## src/rtl/bridge_pkg.sv

```systemverilog
// Shared definitions for the AXI to AHB-Lite bridge
// Bus widths, AHB and AXI codes, FSM states and strobe decoding

package bridge_pkg;

  localparam int ADDR_W = 32;
  localparam int DATA_W = 64;
  localparam int STRB_W = 8;
  localparam int ID_W   = 4;
  localparam int PTR_W  = 3;

  // AHB transfer and size codes
  localparam logic [1:0] HTRANS_IDLE   = 2'b00;
  localparam logic [1:0] HTRANS_NONSEQ = 2'b10;
  localparam logic [2:0] HSIZE_BYTE    = 3'b000;
  localparam logic [3:0] HPROT_DATA    = 4'b0011;

  // AXI response codes
  localparam logic [1:0] RESP_OKAY   = 2'b00;
  localparam logic [1:0] RESP_SLVERR = 2'b10;

  typedef enum logic [2:0] {
    IDLE    = 3'd0,
    CMD_RD  = 3'd1,
    DATA_RD = 3'd2,
    CMD_WR  = 3'd3,
    DATA_WR = 3'd4,
    DONE    = 3'd5
  } xfer_state_t;

  // Transfer size for a naturally aligned strobe pattern
  function automatic logic [1:0] strb_size(input logic [STRB_W-1:0] strb);
    logic [1:0] size;
    case (strb)
      8'hff:                      size = 2'd3;
      8'h0f, 8'hf0:               size = 2'd2;
      8'h03, 8'h0c, 8'h30, 8'hc0: size = 2'd1;
      default:                    size = 2'd0;
    endcase
    return size;
  endfunction

  // Byte offset of the first enabled lane
  function automatic logic [PTR_W-1:0] strb_offset(input logic [STRB_W-1:0] strb);
    logic [PTR_W-1:0] offset;
    case (strb)
      8'h0c:        offset = 3'd2;
      8'hf0, 8'h30: offset = 3'd4;
      8'hc0:        offset = 3'd6;
      default:      offset = 3'd0;
    endcase
    return offset;
  endfunction

  function automatic logic strb_is_aligned(input logic [STRB_W-1:0] strb);
    logic aligned;
    case (strb)
      8'hff, 8'h0f, 8'hf0, 8'h03, 8'h0c, 8'h30, 8'hc0: aligned = 1'b1;
      default:                                         aligned = 1'b0;
    endcase
    return aligned;
  endfunction

  // First set strobe bit at or after start, 7 when none is left
  function automatic logic [PTR_W-1:0] next_byte_ptr(input logic [PTR_W-1:0] start,
                                                     input logic [STRB_W-1:0] strb);
    logic             found;
    logic [PTR_W-1:0] ptr;
    found = 1'b0;
    ptr   = '1;
    for (int j = 0; j < STRB_W; j++) begin
      if (!found && strb[j] && (j >= int'(start))) begin
        ptr   = PTR_W'(j);
        found = 1'b1;
      end
    end
    return ptr;
  endfunction

endpackage
```

## src/rtl/axi2ahb_bridge.sv

```systemverilog
// AXI to AHB-Lite bridge top level
// Single-beat AXI writes and reads become AHB-Lite transfers

`timescale 1ns/10ps

module axi2ahb_bridge import bridge_pkg::*; (
  input  logic              buf_clk,
  input  logic              rst_l,
  // AXI write address
  input  logic              aw_valid,
  output logic              aw_ready,
  input  logic [ID_W-1:0]   aw_id,
  input  logic [ADDR_W-1:0] aw_addr,
  input  logic [2:0]        aw_size,
  // AXI write data
  input  logic              w_valid,
  output logic              w_ready,
  input  logic [DATA_W-1:0] w_data,
  input  logic [STRB_W-1:0] w_strb,
  // AXI write response
  output logic              b_valid,
  input  logic              b_ready,
  output logic [ID_W-1:0]   b_id,
  output logic [1:0]        b_resp,
  // AXI read address
  input  logic              ar_valid,
  output logic              ar_ready,
  input  logic [ID_W-1:0]   ar_id,
  input  logic [ADDR_W-1:0] ar_addr,
  input  logic [2:0]        ar_size,
  // AXI read data
  output logic              r_valid,
  input  logic              r_ready,
  output logic [ID_W-1:0]   r_id,
  output logic [DATA_W-1:0] r_data,
  output logic [1:0]        r_resp,
  output logic              r_last,
  // AHB-Lite master
  output logic              hsel,
  output logic [ADDR_W-1:0] haddr,
  output logic              hwrite,
  output logic [2:0]        hsize,
  output logic [1:0]        htrans,
  output logic [2:0]        hburst,
  output logic [3:0]        hprot,
  output logic              hmastlock,
  output logic              hreadyin,
  output logic [DATA_W-1:0] hwdata,
  input  logic [DATA_W-1:0] hrdata,
  input  logic              hreadyout,
  input  logic              hresp
);

  logic              cmd_valid;
  logic              cmd_ready;
  logic              cmd_write;
  logic [ID_W-1:0]   cmd_tag;
  logic [ADDR_W-1:0] cmd_addr;
  logic [2:0]        cmd_size;
  logic [DATA_W-1:0] cmd_wdata;
  logic [STRB_W-1:0] cmd_strb;

  logic              ent_valid;
  logic              ent_write;
  logic [ID_W-1:0]   ent_tag;
  logic [ADDR_W-1:0] ent_addr;
  logic [1:0]        ent_size;
  logic              ent_aligned;
  logic [STRB_W-1:0] ent_strb;
  logic [DATA_W-1:0] ent_wdata;
  logic              ent_done;

  // Fixed AHB sideband, single transfers only
  assign hsel      = 1'b1;
  assign hreadyin  = 1'b1;
  assign hburst    = 3'b000;
  assign hprot     = HPROT_DATA;
  assign hmastlock = 1'b0;
  assign r_last    = 1'b1;

  axi_cmd_front axi_cmd_front_i (
    .buf_clk, .rst_l,
    .aw_valid, .aw_ready, .aw_id, .aw_addr, .aw_size,
    .w_valid, .w_ready, .w_data, .w_strb,
    .ar_valid, .ar_ready, .ar_id, .ar_addr, .ar_size,
    .cmd_valid, .cmd_ready, .cmd_write, .cmd_tag, .cmd_addr, .cmd_size,
    .cmd_wdata, .cmd_strb
  );

  cmd_buffer cmd_buffer_i (
    .buf_clk, .rst_l,
    .cmd_valid, .cmd_ready, .cmd_write, .cmd_tag, .cmd_addr, .cmd_size,
    .cmd_wdata, .cmd_strb,
    .ent_valid, .ent_write, .ent_tag, .ent_addr, .ent_size, .ent_aligned,
    .ent_strb, .ent_wdata, .ent_done
  );

  ahb_xfer_fsm ahb_xfer_fsm_i (
    .buf_clk, .rst_l,
    .ent_valid, .ent_write, .ent_tag, .ent_addr, .ent_size, .ent_aligned,
    .ent_strb, .ent_wdata, .ent_done,
    .haddr, .hwrite, .hsize, .htrans, .hwdata, .hrdata, .hreadyout, .hresp,
    .b_valid, .b_ready, .b_id, .b_resp,
    .r_valid, .r_ready, .r_id, .r_data, .r_resp
  );

endmodule

```

## src/rtl/ahb_xfer_fsm.sv

```systemverilog
// AHB-Lite master state machine
// Runs one buffered command on the bus, walking the strobe byte by
// byte for unaligned writes, and returns the AXI B or R response

`timescale 1ns/10ps

module ahb_xfer_fsm import bridge_pkg::*; (
  input  logic              buf_clk,
  input  logic              rst_l,
  // Buffer entry
  input  logic              ent_valid,
  input  logic              ent_write,
  input  logic [ID_W-1:0]   ent_tag,
  input  logic [ADDR_W-1:0] ent_addr,
  input  logic [1:0]        ent_size,
  input  logic              ent_aligned,
  input  logic [STRB_W-1:0] ent_strb,
  input  logic [DATA_W-1:0] ent_wdata,
  output logic              ent_done,
  // AHB master
  output logic [ADDR_W-1:0] haddr,
  output logic              hwrite,
  output logic [2:0]        hsize,
  output logic [1:0]        htrans,
  output logic [DATA_W-1:0] hwdata,
  input  logic [DATA_W-1:0] hrdata,
  input  logic              hreadyout,
  input  logic              hresp,
  // AXI responses
  output logic              b_valid,
  input  logic              b_ready,
  output logic [ID_W-1:0]   b_id,
  output logic [1:0]        b_resp,
  output logic              r_valid,
  input  logic              r_ready,
  output logic [ID_W-1:0]   r_id,
  output logic [DATA_W-1:0] r_data,
  output logic [1:0]        r_resp
);

  xfer_state_t       state_q;
  xfer_state_t       state_d;

  logic              hready_q;
  logic              hresp_q;
  logic [1:0]        htrans_q;
  logic [DATA_W-1:0] hrdata_q;
  logic [DATA_W-1:0] rdata_q;
  logic [ADDR_W-1:0] last_addr_q;
  logic [PTR_W-1:0]  byte_ptr_q;
  logic [PTR_W-1:0]  nxt_ptr;
  logic              err_q;

  logic              addr_done;
  logic              data_done;
  logic              in_data;
  logic              start;
  logic              more_bytes;

  //////////////////////////////////////////////////
  // Bus status and byte walk
  //////////////////////////////////////////////////

  // Address accepted on the previous edge
  assign addr_done = hready_q & (htrans_q == HTRANS_NONSEQ);
  // First error cycle ends the data phase as well
  assign data_done = hready_q | hresp_q;
  assign in_data   = (state_q == DATA_RD) | (state_q == DATA_WR);
  assign start     = (state_q == IDLE) & ent_valid;

  assign nxt_ptr    = next_byte_ptr(byte_ptr_q + PTR_W'(1), ent_strb);
  assign more_bytes = ~ent_aligned & (byte_ptr_q != '1) & ent_strb[nxt_ptr];

  //////////////////////////////////////////////////
  // Next state and transfer request
  //////////////////////////////////////////////////

  always_comb begin
    state_d = state_q;
    htrans  = HTRANS_IDLE;
    case (state_q)
      IDLE: begin
        if (ent_valid) state_d = ent_write ? CMD_WR : CMD_RD;
      end
      CMD_RD: begin
        if (addr_done) state_d = DATA_RD;
        else htrans = HTRANS_NONSEQ;
      end
      DATA_RD: begin
        if (data_done) state_d = DONE;
      end
      CMD_WR: begin
        if (addr_done) state_d = DATA_WR;
        else htrans = HTRANS_NONSEQ;
      end
      DATA_WR: begin
        // Next byte only after a clean data phase
        if (data_done) state_d = (hresp_q | ~more_bytes) ? DONE : CMD_WR;
      end
      DONE: begin
        if (ent_done) state_d = IDLE;
      end
      default: state_d = IDLE;
    endcase
  end

  always_ff @(posedge buf_clk or negedge rst_l) begin
    if (!rst_l) begin
      state_q    <= IDLE;
      hready_q   <= 1'b0;
      hresp_q    <= 1'b0;
      htrans_q   <= HTRANS_IDLE;
      byte_ptr_q <= '0;
      err_q      <= 1'b0;
    end else begin
      state_q  <= state_d;
      hready_q <= hreadyout;
      hresp_q  <= hresp;
      htrans_q <= htrans;
      if (start) begin
        byte_ptr_q <= next_byte_ptr('0, ent_strb);
        err_q      <= 1'b0;
      end else begin
        if (state_q == DATA_WR && data_done && more_bytes) byte_ptr_q <= nxt_ptr;
        if (in_data && data_done) err_q <= hresp_q;
      end
    end
  end

  // Read data and last bus address
  always_ff @(posedge buf_clk) begin
    hrdata_q <= hrdata;
    if (state_q == DATA_RD && data_done) rdata_q <= hrdata_q;
    if (addr_done) last_addr_q <= haddr;
  end

  //////////////////////////////////////////////////
  // AHB and AXI outputs
  //////////////////////////////////////////////////

  assign haddr  = ent_aligned ? ent_addr : {ent_addr[ADDR_W-1:PTR_W], byte_ptr_q};
  assign hsize  = ent_aligned ? {1'b0, ent_size} : HSIZE_BYTE;
  assign hwrite = ent_write;
  assign hwdata = ent_wdata;

  assign b_valid  = (state_q == DONE) & ent_write;
  assign r_valid  = (state_q == DONE) & ~ent_write;
  assign ent_done = (b_valid & b_ready) | (r_valid & r_ready);

  assign b_id   = ent_tag;
  assign r_id   = ent_tag;
  assign b_resp = err_q ? RESP_SLVERR : RESP_OKAY;
  assign r_resp = err_q ? RESP_SLVERR : RESP_OKAY;
  // Failing address doubled up on a read error
  assign r_data = err_q ? {2{last_addr_q}} : rdata_q;

endmodule

```

## src/rtl/cmd_buffer.sv

```systemverilog
// One-entry command buffer
// Classifies write strobes as aligned or unaligned and folds an
// aligned strobe into the entry's address and size

`timescale 1ns/10ps

module cmd_buffer import bridge_pkg::*; (
  input  logic              buf_clk,
  input  logic              rst_l,
  // From the front end
  input  logic              cmd_valid,
  output logic              cmd_ready,
  input  logic              cmd_write,
  input  logic [ID_W-1:0]   cmd_tag,
  input  logic [ADDR_W-1:0] cmd_addr,
  input  logic [2:0]        cmd_size,
  input  logic [DATA_W-1:0] cmd_wdata,
  input  logic [STRB_W-1:0] cmd_strb,
  // To the AHB state machine
  output logic              ent_valid,
  output logic              ent_write,
  output logic [ID_W-1:0]   ent_tag,
  output logic [ADDR_W-1:0] ent_addr,
  output logic [1:0]        ent_size,
  output logic              ent_aligned,
  output logic [STRB_W-1:0] ent_strb,
  output logic [DATA_W-1:0] ent_wdata,
  input  logic              ent_done
);

  logic             cmd_move;
  logic             full_wr;
  logic             aligned_in;
  logic             use_strb;
  logic [PTR_W-1:0] addr_lo_in;
  logic [1:0]       size_in;

  assign cmd_ready = ~ent_valid;
  assign cmd_move  = cmd_valid & cmd_ready;

  // Only doubleword writes carry a strobe worth decoding
  assign full_wr    = cmd_write & (cmd_size == 3'd3);
  assign aligned_in = ~full_wr | strb_is_aligned(cmd_strb);
  assign use_strb   = full_wr & aligned_in;

  assign addr_lo_in = use_strb ? strb_offset(cmd_strb) : cmd_addr[PTR_W-1:0];
  assign size_in    = use_strb ? strb_size(cmd_strb) : cmd_size[1:0];

  always_ff @(posedge buf_clk or negedge rst_l) begin
    if (!rst_l) begin
      ent_valid <= 1'b0;
    end else if (cmd_move) begin
      ent_valid <= 1'b1;
    end else if (ent_done) begin
      ent_valid <= 1'b0;
    end
  end

  always_ff @(posedge buf_clk) begin
    if (cmd_move) begin
      ent_write   <= cmd_write;
      ent_tag     <= cmd_tag;
      ent_addr    <= {cmd_addr[ADDR_W-1:PTR_W], addr_lo_in};
      ent_size    <= size_in;
      ent_aligned <= aligned_in;
      ent_strb    <= cmd_strb;
      ent_wdata   <= cmd_wdata;
    end
  end

endmodule

```

## src/rtl/axi_cmd_front.sv

```systemverilog
// AXI command front end
// Holds one write address and one write data in any arrival order,
// then picks the next command, a complete write before a read

`timescale 1ns/10ps

module axi_cmd_front import bridge_pkg::*; (
  input  logic              buf_clk,
  input  logic              rst_l,
  // AXI write address
  input  logic              aw_valid,
  output logic              aw_ready,
  input  logic [ID_W-1:0]   aw_id,
  input  logic [ADDR_W-1:0] aw_addr,
  input  logic [2:0]        aw_size,
  // AXI write data
  input  logic              w_valid,
  output logic              w_ready,
  input  logic [DATA_W-1:0] w_data,
  input  logic [STRB_W-1:0] w_strb,
  // AXI read address
  input  logic              ar_valid,
  output logic              ar_ready,
  input  logic [ID_W-1:0]   ar_id,
  input  logic [ADDR_W-1:0] ar_addr,
  input  logic [2:0]        ar_size,
  // Command to the buffer
  output logic              cmd_valid,
  input  logic              cmd_ready,
  output logic              cmd_write,
  output logic [ID_W-1:0]   cmd_tag,
  output logic [ADDR_W-1:0] cmd_addr,
  output logic [2:0]        cmd_size,
  output logic [DATA_W-1:0] cmd_wdata,
  output logic [STRB_W-1:0] cmd_strb
);

  logic              aw_held;
  logic              w_held;
  logic [ID_W-1:0]   aw_tag_q;
  logic [ADDR_W-1:0] aw_addr_q;
  logic [2:0]        aw_size_q;
  logic [DATA_W-1:0] w_data_q;
  logic [STRB_W-1:0] w_strb_q;

  logic aw_fire;
  logic w_fire;
  logic wr_full;
  logic wr_move;

  //////////////////////////////////////////////////
  // Write holding stage
  //////////////////////////////////////////////////

  assign aw_ready = ~aw_held;
  assign w_ready  = ~w_held;
  assign aw_fire  = aw_valid & aw_ready;
  assign w_fire   = w_valid & w_ready;
  assign wr_full  = aw_held & w_held;
  assign wr_move  = wr_full & cmd_ready;

  always_ff @(posedge buf_clk or negedge rst_l) begin
    if (!rst_l) begin
      aw_held <= 1'b0;
      w_held  <= 1'b0;
    end else begin
      // A held half cannot be refilled, so fire and move never overlap
      if (aw_fire) aw_held <= 1'b1;
      else if (wr_move) aw_held <= 1'b0;
      if (w_fire) w_held <= 1'b1;
      else if (wr_move) w_held <= 1'b0;
    end
  end

  always_ff @(posedge buf_clk) begin
    if (aw_fire) begin
      aw_tag_q  <= aw_id;
      aw_addr_q <= aw_addr;
      aw_size_q <= aw_size;
    end
    if (w_fire) begin
      w_data_q <= w_data;
      w_strb_q <= w_strb;
    end
  end

  //////////////////////////////////////////////////
  // Command select
  //////////////////////////////////////////////////

  assign cmd_valid = wr_full | ar_valid;
  assign cmd_write = wr_full;
  assign cmd_tag   = wr_full ? aw_tag_q  : ar_id;
  assign cmd_addr  = wr_full ? aw_addr_q : ar_addr;
  assign cmd_size  = wr_full ? aw_size_q : ar_size;
  assign cmd_wdata = w_data_q;
  assign cmd_strb  = w_strb_q;

  // Read is taken only when no complete write is waiting
  assign ar_ready = ar_valid & ~wr_full & cmd_ready;

endmodule

```

## config.mk

```make
export PLATFORM = sky130hd
export DESIGN_NAME = axi2ahb_bridge
export DESIGN_NICKNAME = d
export VERILOG_FILES = /design/src/rtl/bridge_pkg.sv /design/src/rtl/axi2ahb_bridge.sv /design/src/rtl/ahb_xfer_fsm.sv /design/src/rtl/cmd_buffer.sv /design/src/rtl/axi_cmd_front.sv
export SDC_FILE = /design/constraint.sdc
export NUM_CORES = 1
export LEC_CHECK = 0
export BUFFER_PORTS_ARGS = -buffer_cell sky130_fd_sc_hd__buf_4
export CAP_MARGIN = 40
export CORE_ASPECT_RATIO = 0.8
export CORE_UTILIZATION = 51
export CTS_CLUSTER_SIZE = 10
export DETAILED_ROUTE_END_ITERATION = 7
export GPL_TIMING_DRIVEN = 0
export HOLD_SLACK_MARGIN = 0.03
export PLACE_DENSITY = 0.79
export SLEW_MARGIN = 10
export SYNTH_ARGS = -nofsm -noshare
export SYNTH_HDL_FRONTEND = slang
export SYNTH_SLANG_ARGS = --single-unit
```

## constraint.sdc

```tcl
create_clock -name buf_clk -period 8.05 [get_ports buf_clk]
set_clock_uncertainty 0.15 [all_clocks]
set_input_delay 1.2075 -clock buf_clk [delete_from_list [all_inputs] [get_ports buf_clk]]
set_output_delay 1.2075 -clock buf_clk [all_outputs]
set_load 0.005 [all_outputs]
```

# After elaboration in Yosys (flattened, before gate mapping)
# Cells that the tools add are included.
# Widths: inputs -> output; s select.
classes:
  n_mux: 71
  n_bitwise: 31
  add_sub_neg: 1
  n_reduce_logical: 51
  magnitude_cmp: 8
  eq_ne: 21
ops:
  columns: ["operator", "count"]
  rows:
  - ["$mux 3", 28]
  - ["$mux 64", 1]
  - ["$mux 32", 1]
  - ["$mux 1", 30]
  - ["$logic_and 1x1->1", 25]
  - ["$eq 8x8->1 const B", 3]
  - ["$pmux 3 s6", 1]
  - ["$and 1x1->1", 17]
  - ["$eq 8x4->1 const B", 2]
  - ["$logic_not 1->1", 14]
  - ["$mux 2", 6]
  - ["$ne 2x1->1 const B", 5]
  - ["$reduce_bool 2->1", 5]
  - ["$eq 3x2->1 const B", 3]
  - ["$ge 3x3->1 const A", 3]
  - ["$pmux 3 s3", 1]
  - ["$eq 8x2->1 const B", 1]
  - ["$eq 8x6->1 const B", 1]
  - ["$not 1->1", 8]
  - ["$reduce_or 7->1", 1]
  - ["$eq 3x3->1 const B", 2]
  - ["$ge 1x3->1 const A", 2]
  - ["$ge 2x3->1 const A", 2]
  - ["$or 1x1->1", 6]
  - ["13 further kinds", 15]
totals:
  out_inout_bits: 194
  word_cells: 207
  in_bits: 223
  register_bits: 397

# Logic depth before layout (Yosys ltp)
# Gate-level depths: netlist of run 1.
depth:
  ltp_word: 39
  depth_mapped: 7
  depth_no_buf: 7

# Modules after synthesis
# A second synthesis of run 1 with hierarchy kept.
hier_totals:
  cells_unflattened: 870
  area_unflattened_um2: 14378.8
modules_own_cells:
  columns: ["module", "n_inst", "area_per_inst_um2", "cells_each", "seq_area_each_um2"]
  rows:
  - ["ahb_xfer_fsm", 1, 6596.3, 544, 4414.2]
  - ["axi_cmd_front", 1, 4075.2, 167, 3383.2]
  - ["cmd_buffer", 1, 3617.2, 146, 3388.2]
  - ["axi2ahb_bridge", 1, 90.1, 13, 0.0]

# Worst setup path before layout of run 1
# No wires, ideal clock.
synth_path:
  path_kind: "input port to flip-flop"
  start: "input port ar_valid"
  end: "register cmd_buffer_i.ent_addr[0], enable pin"
  n_path_buf: 0
  cell_stages: 2
  setup_slack_ns: 1.405
  setup_ns: 0.584
  required_ns: 7.316
  arrival_ns: 5.911
  path_cell_list: "nor2_1 -> nor2_1"
synth_between:
  elab_chain_len: 2
synth_lines:
  columns: ["element", "line", "source"]
  rows:
  - ["start, declared", "axi2ahb_bridge.sv:26", "input logic ar_valid,"]
  - ["$or 1x1->1", "axi_cmd_front.sv:91", "assign cmd_valid = wr_full | ar_valid;"]
  - ["$and 1x1->1", "cmd_buffer.sv:39", "assign cmd_move = cmd_valid & cmd_ready;"]
  - ["via cmd_buffer_i.cmd_move", "cmd_buffer.sv:31", "logic cmd_move;"]
  - ["end signal, assigned", "cmd_buffer.sv:63", "ent_addr <= {cmd_addr[ADDR_W-1:PTR_W], addr_lo_in};"]
  - ["end, declared", "cmd_buffer.sv:23", "output logic [ADDR_W-1:0] ent_addr,"]
# The timed path passes the listed nets, and every way through them passes these cells.
# A chain may end at the register's enable or synchronous reset.

# Worst setup path in the final report of run 1
layout_path:
  start: "register ahb_xfer_fsm_i.err_q"
  end: "output port r_data[21]"
layout_between:
  elab_chain_len: 1
layout_lines:
  columns: ["element", "line", "source"]
  rows:
  - ["start, declared", "ahb_xfer_fsm.sv:52", "logic err_q;"]
  - ["start signal, assigned", "ahb_xfer_fsm.sv:125", "if (in_data && data_done) err_q <= hresp_q;"]
  - ["$mux 64", "ahb_xfer_fsm.sv:155", "assign r_data = err_q ? {2{last_addr_q}} : rdata_q;"]
  - ["end, declared", "axi2ahb_bridge.sv:35", "output logic [DATA_W-1:0] r_data,"]
# No other way between the ends.

==> run summary, run 1 <==
outcome: complete, no violations
final net count: 1579
largest net degree at the start of global routing: 37
CTS tree: built
Seq cells post-synth: 396
cts hold-fix bufs: 0
DR iter-0 viols: 548
Starting Density: 51.98%
die height: 148.3 um
share of cells above drive strength 1: 38.07%
Synth Cell Area: 0.01365 mm^2
Slew Viols, Final: 0
Die W: 184.9 um
Worst Setup End Kind: primary output
Synth async-reset ratio: 3.283%
Port Buffers: 400
routed wire length per instance: 20.42 um
number of I/O pins: 417
unrepaired setup endpoints after global routing: no
Post-Synth XOR/XNOR Area: 0.06416%
Power Total: 6.069 mW
WS Path Type: reg2out
Hold Path Class: reg2reg
Worst slew margin: 45.57%
largest family of logic cells by synthesized area: simple AND/OR/NAND/NOR gates
commonest register cell after synthesis: edfxtp_1
Mapped Cells: 877
clock period minus worst slack: 4.174 ns
simple-gate portion of the synthesized area: 6.654%
H-tree levels: 2
PostCTS Resize Cnt: 0
synth warn: 0
Highest Clock Rate: 239.6 MHz
first-pass GRT wire length: 50330 um
antenna diode count: 0
# Post-CTS Setup Buffers: 0
via count: 8647
final worst path period share: 51.85%
register area: 0.01119 mm^2
Core Rows: 53
sequential-to-total area share from yosys stat: 81.94%
CTS Buf Count: 45
core area: 0.02626 mm^2
Synth Area in Compound Gates: 4.895%
placed cells: 1662
grt ovf: 0
Via density: 4.958
Post-Route WL: 35610 um
Area growth syn-to-layout: 37.27%
Reg clk slew, reported paths: 0.06 ns
Static Leak: 7.728 nW
vias in the first global route: 8831
max cap viols: 0
die area: 0.02743 mm^2
crit path max fanout: 10
initial antenna violation count: 1
syn_area_per_cell: 15.57 um^2
Detailed Routing Iterations Pass 1: 5
post-synth cell types: 58
count of non-filler cells in the finished layout: 1744
WP data required: 6.69 ns
Finish-stage setup viols: 0
DRC: 0
Max VDD drop: 0.2693 mV
Antenna Nets Post-Route: 0
Multi-input gate area: 0.001814 mm^2
clk buf depth: 3
root buffer cell: clkbuf_16
Pwr Density: 323.9 mW/mm^2
Num Clock Sinks: 396
fill count: 1671
setup TNS: 0 ns
adder-cell area share of the yosys netlist: 0.3666%
number of flops mapped to enable cells by yosys: 319
placed wire-length estimate: 25840 um
gr usage total: 25.39%
arrival time at the worst endpoint: 2.82 ns
mux cell area share after synthesis: 0.6874%
RePlAce Congestion: 0.8757
crit path launch type: flop
Clock Latency Late Sink: 0.54 ns
fin util: 71.36%
Slew @ Worst Pin: 0.8164 ns
final hold vios: 0
[power breakdown]
part | total [mW] | internal [mW] | leakage [nW] | switching, mW
Sequential | 2.74 | 2.63 | 3.59 | 0.116
Combinational | 1.49 | 0.631 | 3.51 | 0.856
Clock | 1.84 | 1.08 | 0.627 | 0.756
[cells in the final DEF, fill, tap and decap left out, types with 3 or more instances in the layout]
| master | instances |
|---|---|
| or3_1 | 5 |
| clkbuf_16 | 47 |
| o21ai_1 | 5 |
| nor2_1 | 17 |
| conb_1 | 15 |
| nand3_1 | 4 |
| mux2_2 | 3 |
| o21a_1 | 4 |
| nand2_1 | 149 |
| ha_1 | 4 |
| a21oi_1 | 6 |
| nor2b_1 | 5 |
| o21ai_0 | 72 |
| nor3_1 | 5 |
| inv_1 | 72 |
| mux2i_1 | 6 |
| nand4_1 | 5 |
| clkbuf_1 | 54 |
| buf_12 | 5 |
| dfxtp_1 | 64 |
| dfrtp_1 | 13 |
| buf_16 | 3 |
| edfxtp_1 | 319 |
| buf_4 | 455 |
[registers in the layout, summed over array words and instances, names as in the netlist, 8 cells and up]
register and cells:
axi_cmd_front_i.cmd_strb 8, cmd_buffer_i.ent_addr 32, ahb_xfer_fsm_i.rdata_q 64, ahb_xfer_fsm_i.last_addr_q 32, axi_cmd_front_i.aw_addr_q 32, cmd_buffer_i.ent_strb 8, cmd_buffer_i.ent_wdata 64, ahb_xfer_fsm_i.hrdata_q 64
axi_cmd_front_i.cmd_wdata 64
[stage by stage]
step                      area (um^2)  worst slack [ns]  hold WS [ns]
after global placement          17150            -1.036        0.2356
after floorplan                 13700             1.406        0.2355
final                           18740             3.876        0.2470
after CTS                       18740             3.736        0.2486
after global routing            18740             3.670        0.2562
after detailed placement        17420             4.401        0.2387
[critical path, stage by stage (launching register included)]
cell and delay [ns]:
dfrtp_1 0.53, clkbuf_1 0.60, clkbuf_1 0.53, nand2_1 0.24
o21ai_0 0.19, buf_4 0.17
[worst paths after layout]
| path | depth (start not counted) | to | from | slack (ns) |
|---|---|---|---|---|
| worst min-delay path | 0 | ahb_xfer_fsm_i.rdata_q[61] | ahb_xfer_fsm_i.hrdata_q[61] | 0.25 |
| worst max-delay path | 5 | r_data[21] | ahb_xfer_fsm_i.err_q | 3.88 |
| min in group asynchronous | 1 | ahb_xfer_fsm_i.byte_ptr_q[2] | rst_l | 0.36 |
| max in group asynchronous | 1 | ahb_xfer_fsm_i.byte_ptr_q[1] | rst_l | 7.21 |
| worst min register to register | 0 | ahb_xfer_fsm_i.rdata_q[61] | ahb_xfer_fsm_i.hrdata_q[61] | 0.25 |
| worst max register to register | 7 | cmd_buffer_i.ent_wdata[14] | axi_cmd_front_i.aw_held | 5.09 |
[layout make-up]
cell class                 count  area share [%]
clock inverter                 2         0.07345
timing repair buffer         415           17.34
multi-input combinational    350           9.682
buffer                        72           2.444
clock buffer                  80           6.938
inverter                      72           1.442
sequential                   396           59.70
tap                          357           2.384
[cell usage after synthesis, types with 6 or more instances]
| library cell | n | area (um^2) |
|---|---|---|
| a21oi_1 | 6 | 30.03 |
| nor2_1 | 18 | 67.56 |
| clkbuf_1 | 21 | 78.83 |
| nor2b_1 | 7 | 43.79 |
| nand2_1 | 149 | 559.3 |
| dfxtp_1 | 64 | 1281 |
| o21ai_0 | 72 | 360.4 |
| inv_1 | 72 | 270.3 |
| edfxtp_1 | 319 | 9579 |
| dfrtp_1 | 13 | 325.3 |
| mux2i_1 | 6 | 60.06 |
| buf_4 | 50 | 375.4 |
[cells by family (layout without fill, tap and decap cells)]
logic type	after synthesis	after routing
fa+ha+maj	4	4
flops	396	396
mux	9	9
compound gates	111	111
other cells	2	15
buf+inv	144	641
xor+xnor	1	1
simple gates	210	210
[metal layers]
metal | up-vias | share of wire [%] | track usage, %
met5 | - | 0 | 0
met1 | 4164 | 33 | 25.87
met3 | 69 | 13 | 11.95
li1 | 3995 | - | -
met2 | 419 | 51 | 45.68
met4 | 0 | 2.4 | 8.099
(Power assumes the default switching activity.)
==> inputs of run 2 (changes only) <==
Settings changed: ABC_AREA set to 1, CORE_UTILIZATION 51 to 46, PLACE_DENSITY 0.79 to 0.76.
Clock period 8.05 ns to 3.8 ns, I/O delays scaled along.
==> run summary, run 2 <==
vias in the first global route: 9139 (+3.5%)
die height: 156.3 um (+5.4%)
Core Rows: 56 (+5.7%)
Die W: 194.9 um (+5.4%)
DRC: 0 (unchanged)
Reg power frac: 45.0% (-0.2 points)
core area: 0.02929 mm^2 (+12%)
top-count cell post-synth: edfxtp_1
first-pass GRT wire length: 52150 um (+3.6%)
clk buf depth: 3 (unchanged)
Reg clk slew, reported paths: 0.06 ns (about the same)
worst r2r src: axi_cmd_front_i.w_held
worst r2r dst: cmd_buffer_i.ent_wdata[10]
combinational share of power: 26.1% (+1.6 points)
gr usage total: 23.42% (-2.0 points)
root buffer cell: clkbuf_16
Mapped Cells: 926 (+5.6%)
Via density: 4.763 (-3.9%)
hold endpoint: axi_cmd_front_i.aw_addr_q[8]
H-tree levels: 2 (unchanged)
DR iter-0 viols: 455 (-17%)
Area after DPL: 0.01738 mm^2 (-0.24%)
Post-synth top cells: 319 x edfxtp_1, 187 x nand2_1, 100 x inv_1, 78 x o21ai_0, 64 x dfxtp_1
Static Leak: 8.274 nW (+7.1%)
Post-Route WL: 37030 um (+4.0%)
Synth async-reset ratio: 3.283% (unchanged)
Area growth syn-to-layout: 43.07%
clock power share: 28.9% (-1.4 points)
Clock Latency Late Sink: 0.54 ns (about the same)
Power Total: 13.34 mW (+120%)
Max VDD drop: 0.4831 mV (+79%)
initial antenna violation count: 5 (+4)
CP max stage cell: dfrtp_1
routed wire length per instance: 19.62 um (-3.9%)
top cell type's share of synthesized area: 69.98% (-0.20 points)
via count: 8988 (+3.9%)
final hold vios: 0 (unchanged)
Hold Path Class: in2reg
commonest register cell after synthesis: edfxtp_1
synth warn: 0 (unchanged)
hold path startpoint: aw_addr[8]
largest net degree at the start of global routing: 74 (+100%)
syn_area_per_cell: 14.78 um^2 (-5.0%)
flop-to-flop setup slack: 0.69 ns (-4.40 ns)
Worst Setup End Kind: primary output
Detailed Routing Iterations Pass 1: 5 (unchanged)
CP peak stage delay: 0.59 ns (about the same)
RePlAce Congestion: 0.8650 (-1.2%)
final worst path period share: 87.26%
number of I/O pins: 417 (unchanged)
Starting Density: 46.74% (-5.2 points)
Slew @ Worst Pin: 0.7822 ns (-0.03419 ns)
placed cells: 1722 (+3.6%)
outcome: complete, no violations
share of cells above drive strength 1: 35.70% (-2.4 points)
sequential-to-total area share from yosys stat: 81.71% (-0.23 points)
unrepaired setup endpoints after global routing: no
Net Sw Frac: 29.40% (+0.94 points)
Highest Clock Rate: 301.6 MHz
Int Power: 9.421 mW (+120%)
die area: 0.03046 mm^2 (+11%)
commonest non-fill, non-tap cell in the layout: buf_4
dominant cell type by area after synthesis: edfxtp_1
most used cell, CP: clkbuf_1
Synth area leaders: edfxtp_1 70%, dfxtp_1 9.4%, nand2_1 5.1%
Pwr Density: 681.4 mW/mm^2 (+110%)
Antenna Nets Post-Route: 0 (unchanged)
Worst slew margin: 47.78% (+2.2 points)
placed wire-length estimate: 25060 um (-3.0%)
crit path launch type: flop
Slew Viols, Final: 0 (unchanged)
Final Instance Area: 0.01959 mm^2 (+4.5%)
post-synth cell types: 38 (-34%)
Num Clock Sinks: 396 (unchanged)
clock period minus worst slack: 3.316 ns
CTS tree: built
count of non-filler cells in the finished layout: 1887 (+8.2%)
Reg2Reg Depth: 6 (-1)
WP data required: 3.08 ns (-3.61 ns)
WS Path Type: reg2out
CTS Buf Count: 45 (unchanged)
final net count: 1711 (+8.4%)
arrival time at the worst endpoint: 2.60 ns (-0.22 ns)
most frequent cells in the layout: 450 x buf_4, 319 x edfxtp_1, 187 x nand2_1
crit path max fanout: 10 (unchanged)
Port Buffers: 400 (unchanged)
grt ovf: 0 (unchanged)
worst hold path depth: 1 (+1)
Finish-stage setup viols: 0 (unchanged)
number of flops mapped to enable cells by yosys: 319 (unchanged)
Synth Cell Area: 0.01369 mm^2 (+0.28%)
worst-path cell chain: clkbuf_1, clkbuf_1, nand2_1, o21ai_0, buf_4
switching pwr: 3.924 mW (+130%)
PostCTS Resize Cnt: 0 (unchanged)
Seq cells post-synth: 396 (unchanged)
max cap viols: 0 (unchanged)
fill count: 1928 (+15%)
## run 2: worst max-delay path by stage
| stage | to | from | depth (start not counted) |
|---|---|---|---|
| 2_1_floorplan | cmd_buffer_i.ent_addr[0] | axi_cmd_front_i.w_held | 5 |
| 3_3_place_gp | cmd_buffer_i.ent_wdata[49] | axi_cmd_front_i.w_held | 5 |
| 3_5_place_dp | cmd_buffer_i.ent_wdata[17] | axi_cmd_front_i.aw_held | 6 |
| 4_1_cts | r_data[3] | ahb_xfer_fsm_i.err_q | 5 |
| 5_1_grt | r_data[3] | ahb_xfer_fsm_i.err_q | 5 |
| 6_report | r_data[3] | ahb_xfer_fsm_i.err_q | 5 |
## run 2: metal layers
| metal | track usage (%) | wire (um) |
|---|---|---|
| met5 | 0 | 0 |
| met1 | 26.38 | 13640 |
| met4 | 8.511 | 890 |
| met3 | 9.095 | 3695 |
| met2 | 40.59 | 18800 |
## run 2: repair_timing
action / 4_1_cts / 5_1_grt
endpoints found under the hold margin: 100 / 4
hold buffers: 88 / 4
buffers inserted: 0 / 0
## run 2: cell type report
class	count	area, um^2	share of cell area (%)
Sequential cell	396	11190	57.11
Timing Repair Buffer	498	4066	20.76
Multi-Input combinational cell	370	1738	8.874
Clock buffer	66	1257	6.421
Tap cell	377	471.7	2.408
Buffer	69	446.7	2.281
Inverter	104	395.4	2.019
Antenna cell	6	15.01	0.07666
Clock inverter	1	8.758	0.04472
## run 2: power groups by stage
stage          Clock, mW  Sequential, mW  Combinational [mW]
2_1_floorplan          0            6.03                1.59
3_3_place_gp           0            6.14                3.20
3_5_place_dp           0            6.08                3.38
4_1_cts             3.89            6.00                3.47
5_1_grt             4.09            6.07                3.78
6_report            3.86            6.01                3.48
## run 2: stage by stage
step	TNS [ns]	util, %	hold slack [ns]	setup slack (ns)
after floorplan	0	-	0.1244	0.02871
after detailed placement	0	59.35	0.2387	0.6887
after CTS	0	66.68	0.03000	0.3746
after global placement	-201.31	58.79	0.2355	-1.689
after global routing	0	66.85	0.03146	0.2800
final	0	66.87	0.05828	0.4843
## run 2: critical path, delay by kind of cell, from the launching register on
family	cells	cell delay, ns
compound gates	1	0.16
buf+inv	3	1.11
flops	1	0.59
simple gates	1	0.20
## run 2: cell families after synthesis
kind of cell               count (synthesis)  synth area share (%)
other                                      2               0.05486
DFF                                      396                 81.71
adders and majority gates                  4                0.3656
AOI/OAI and AO/OA                         94                 3.665
and+or+nand+nor                          257                 8.089
buffers and inverters                    173                 6.115
==> inputs of run 3 (changes only) <==
Settings changed: ABC_AREA 1 to not set.
==> run summary, run 3 (synthesis gave the netlist of run 1 again) <==
final hold vios: 0 (unchanged)
clk buf depth: 3 (unchanged)
Max Used Layer: met4
Via density: 4.875 (+2.4%)
register area: 0.01119 mm^2 (unchanged)
Post-Route WL: 37790 um (+2.1%)
Area growth syn-to-layout: 43.29%
first-pass GRT wire length: 53530 um (+2.6%)
die height: 156.1 um (-0.14%)
Hold Path Class: in2reg
worst-path cell chain: clkbuf_1, clkbuf_1, nand2_1, o21ai_0, buf_4
DR iter-0 viols: 642 (+41%)
Port Buffers: 400 (unchanged)
Worst Setup End Kind: primary output
Detailed Routing Iterations Pass 1: 5 (unchanged)
most frequent cells in the layout: 450 x buf_4, 319 x edfxtp_1, 149 x nand2_1
Clock Latency Late Sink: 0.54 ns (about the same)
arrival time at the worst endpoint: 2.85 ns (+0.25 ns)
vias in the first global route: 9188 (+0.54%)
Worst slew margin: 45.48% (-2.3 points)
largest net degree at the start of global routing: 36 (-51%)
setup TNS: 0 ns (unchanged)
Starting Density: 46.72% (about the same)
WL met1: 14180 um (+3.9%)
RePlAce Congestion: 0.8618 (-0.37%)
placed wire-length estimate: 25340 um (+1.1%)
crit path max fanout: 10 (unchanged)
max cap viols: 0 (unchanged)
Static Leak: 8.057 nW (-2.6%)
H-tree levels: 2 (unchanged)
count of non-filler cells in the finished layout: 1839 (-2.5%)
Slew @ Worst Pin: 0.8160 ns (+0.03383 ns)
fin worst setup slack: 0.2337 ns (-0.2506 ns)
die area: 0.03037 mm^2 (-0.28%)
unrepaired setup endpoints after global routing: no
most used cell, CP: clkbuf_1
Core Rows: 56 (unchanged)
antenna diode count: 0 (-6)
initial antenna violation count: 0 (-5)
Reg clk slew, reported paths: 0.06 ns (about the same)
placed cells: 1680 (-2.4%)
share of cells above drive strength 1: 36.18% (+0.48 points)
gr usage total: 23.98% (+0.57 points)
CTS tree: built
flop-to-flop setup slack: 0.88 ns (+0.19 ns)
root buffer cell: clkbuf_16
fill count: 1905 (-1.2%)
CP max stage cell: clkbuf_1
Pwr Density: 672.4 mW/mm^2 (-1.3%)
Slew Viols, Final: 0 (unchanged)
Final Instance Area: 0.01956 mm^2 (-0.13%)
WS Path Type: reg2out
met2 wire length: 18220 um (-3.1%)
Finish-stage setup viols: 0 (unchanged)
WP data required: 3.08 ns (about the same)
number of I/O pins: 417 (unchanged)
Antenna Nets Post-Route: 0 (unchanged)
CTS Buf Count: 46 (+2.2%)
Die W: 194.6 um (-0.14%)
Multi-input gate area: 0.001821 mm^2 (+4.8%)
final worst path period share: 93.85% (+6.6 points)
via count: 8966 (-0.24%)
commonest non-fill, non-tap cell in the layout: buf_4
Num Clock Sinks: 396 (unchanged)
Max VDD drop: 0.4922 mV (+1.9%)
DRC: 0 (unchanged)
crit path launch type: flop
Area after DPL: 0.01745 mm^2 (+0.37%)
routed wire length per instance: 20.55 um (+4.7%)
Setup Slack @ Placement: 0.8032 ns (+0.1145 ns)
clock period minus worst slack: 3.566 ns (+0.2506 ns)
grt ovf: 0 (unchanged)
Highest Clock Rate: 280.4 MHz (-7.0%)
final net count: 1651 (-3.5%)
met3 wire len: 4309 um (+17%)
outcome: complete, no violations
CP peak stage delay: 0.61 ns (+0.02 ns)
core area: 0.02922 mm^2 (-0.24%)
## run 3: cell count changes in the layout (fill, tap and decap cells not counted), sizes merged, moves of 6 or more
| cell | change |
|---|---|
| nor2 | -12 |
| nand2 | -48 |
| diode | -6 |
| nand3 | -8 |
| nor2b | +7 |
| clkbuf | +23 |
| inv | -32 |
| dlygate4sd3 | -19 |
| mux2i | +6 |
## run 3: report_power, final
part | internal [mW] | leakage, nW | switching, mW | total [mW]
combinational | 1.38 | 3.80 | 1.88 | 3.26
clock | 2.41 | 0.660 | 1.65 | 4.06
sequential | 5.56 | 3.59 | 0.261 | 5.82
total | 9.36 | 8.06 | 3.79 | 13.2
## run 3: metal layers
| layer | global-route usage [%] | vias up |
|---|---|---|
| met4 | 8.352 | 0 |
| met5 | 0 | - |
| met3 | 9.511 | 80 |
| met2 | 40.42 | 457 |
| met1 | 27.93 | 4292 |
| li1 | - | 4137 |
## run 3: what timing repair did
action	CTS	global route
hold buffers	67	6
hold endpoints to repair	79	6
resized for setup	0	0
buffers inserted	0	0
## run 3: worst paths after layout
kind | startpoint | endpoint | cells past startpoint
min in group asynchronous | rst_l | axi_cmd_front_i.aw_held | 2
worst min register to register | ahb_xfer_fsm_i.hrdata_q[2] | ahb_xfer_fsm_i.rdata_q[2] | 0
worst max register to register | ahb_xfer_fsm_i.byte_ptr_q[0] | ahb_xfer_fsm_i.state_q[1] | 7
worst min-delay path | aw_addr[27] | axi_cmd_front_i.aw_addr_q[27] | 1
max in group asynchronous | rst_l | ahb_xfer_fsm_i.state_q[0] | 2
worst max-delay path | ahb_xfer_fsm_i.err_q | r_data[53] | 5
## run 3: through the flow
step | utilization, % | hold slack (ns) | total power, mW
floorplan | - | 0.1244 | 7.280
global placement | 58.85 | 0.2359 | 8.878
detailed placement | 59.72 | 0.2387 | 9.066
CTS | 66.74 | 0.03429 | 13.17
global route | 66.95 | 0.02967 | 13.70
finish | 66.95 | 0.05381 | 13.15
## run 3: worst max-delay path: cells and delay by family (launching register included)
| family | cells | cell delay [ns] |
|---|---|---|
| compound gates | 1 | 0.22 |
| buf+inv | 3 | 1.34 |
| flops | 1 | 0.55 |
| simple gates | 1 | 0.19 |
## run 3: area by class of cell
class,instances,share of cell area (%)
buffer,72,2.341
clock buffer,84,6.992
clock inverter,2,0.07036
inverter,72,1.382
multi-input combinational,350,9.307
sequential,396,57.19
tap,377,2.412
timing repair buffer,486,20.31
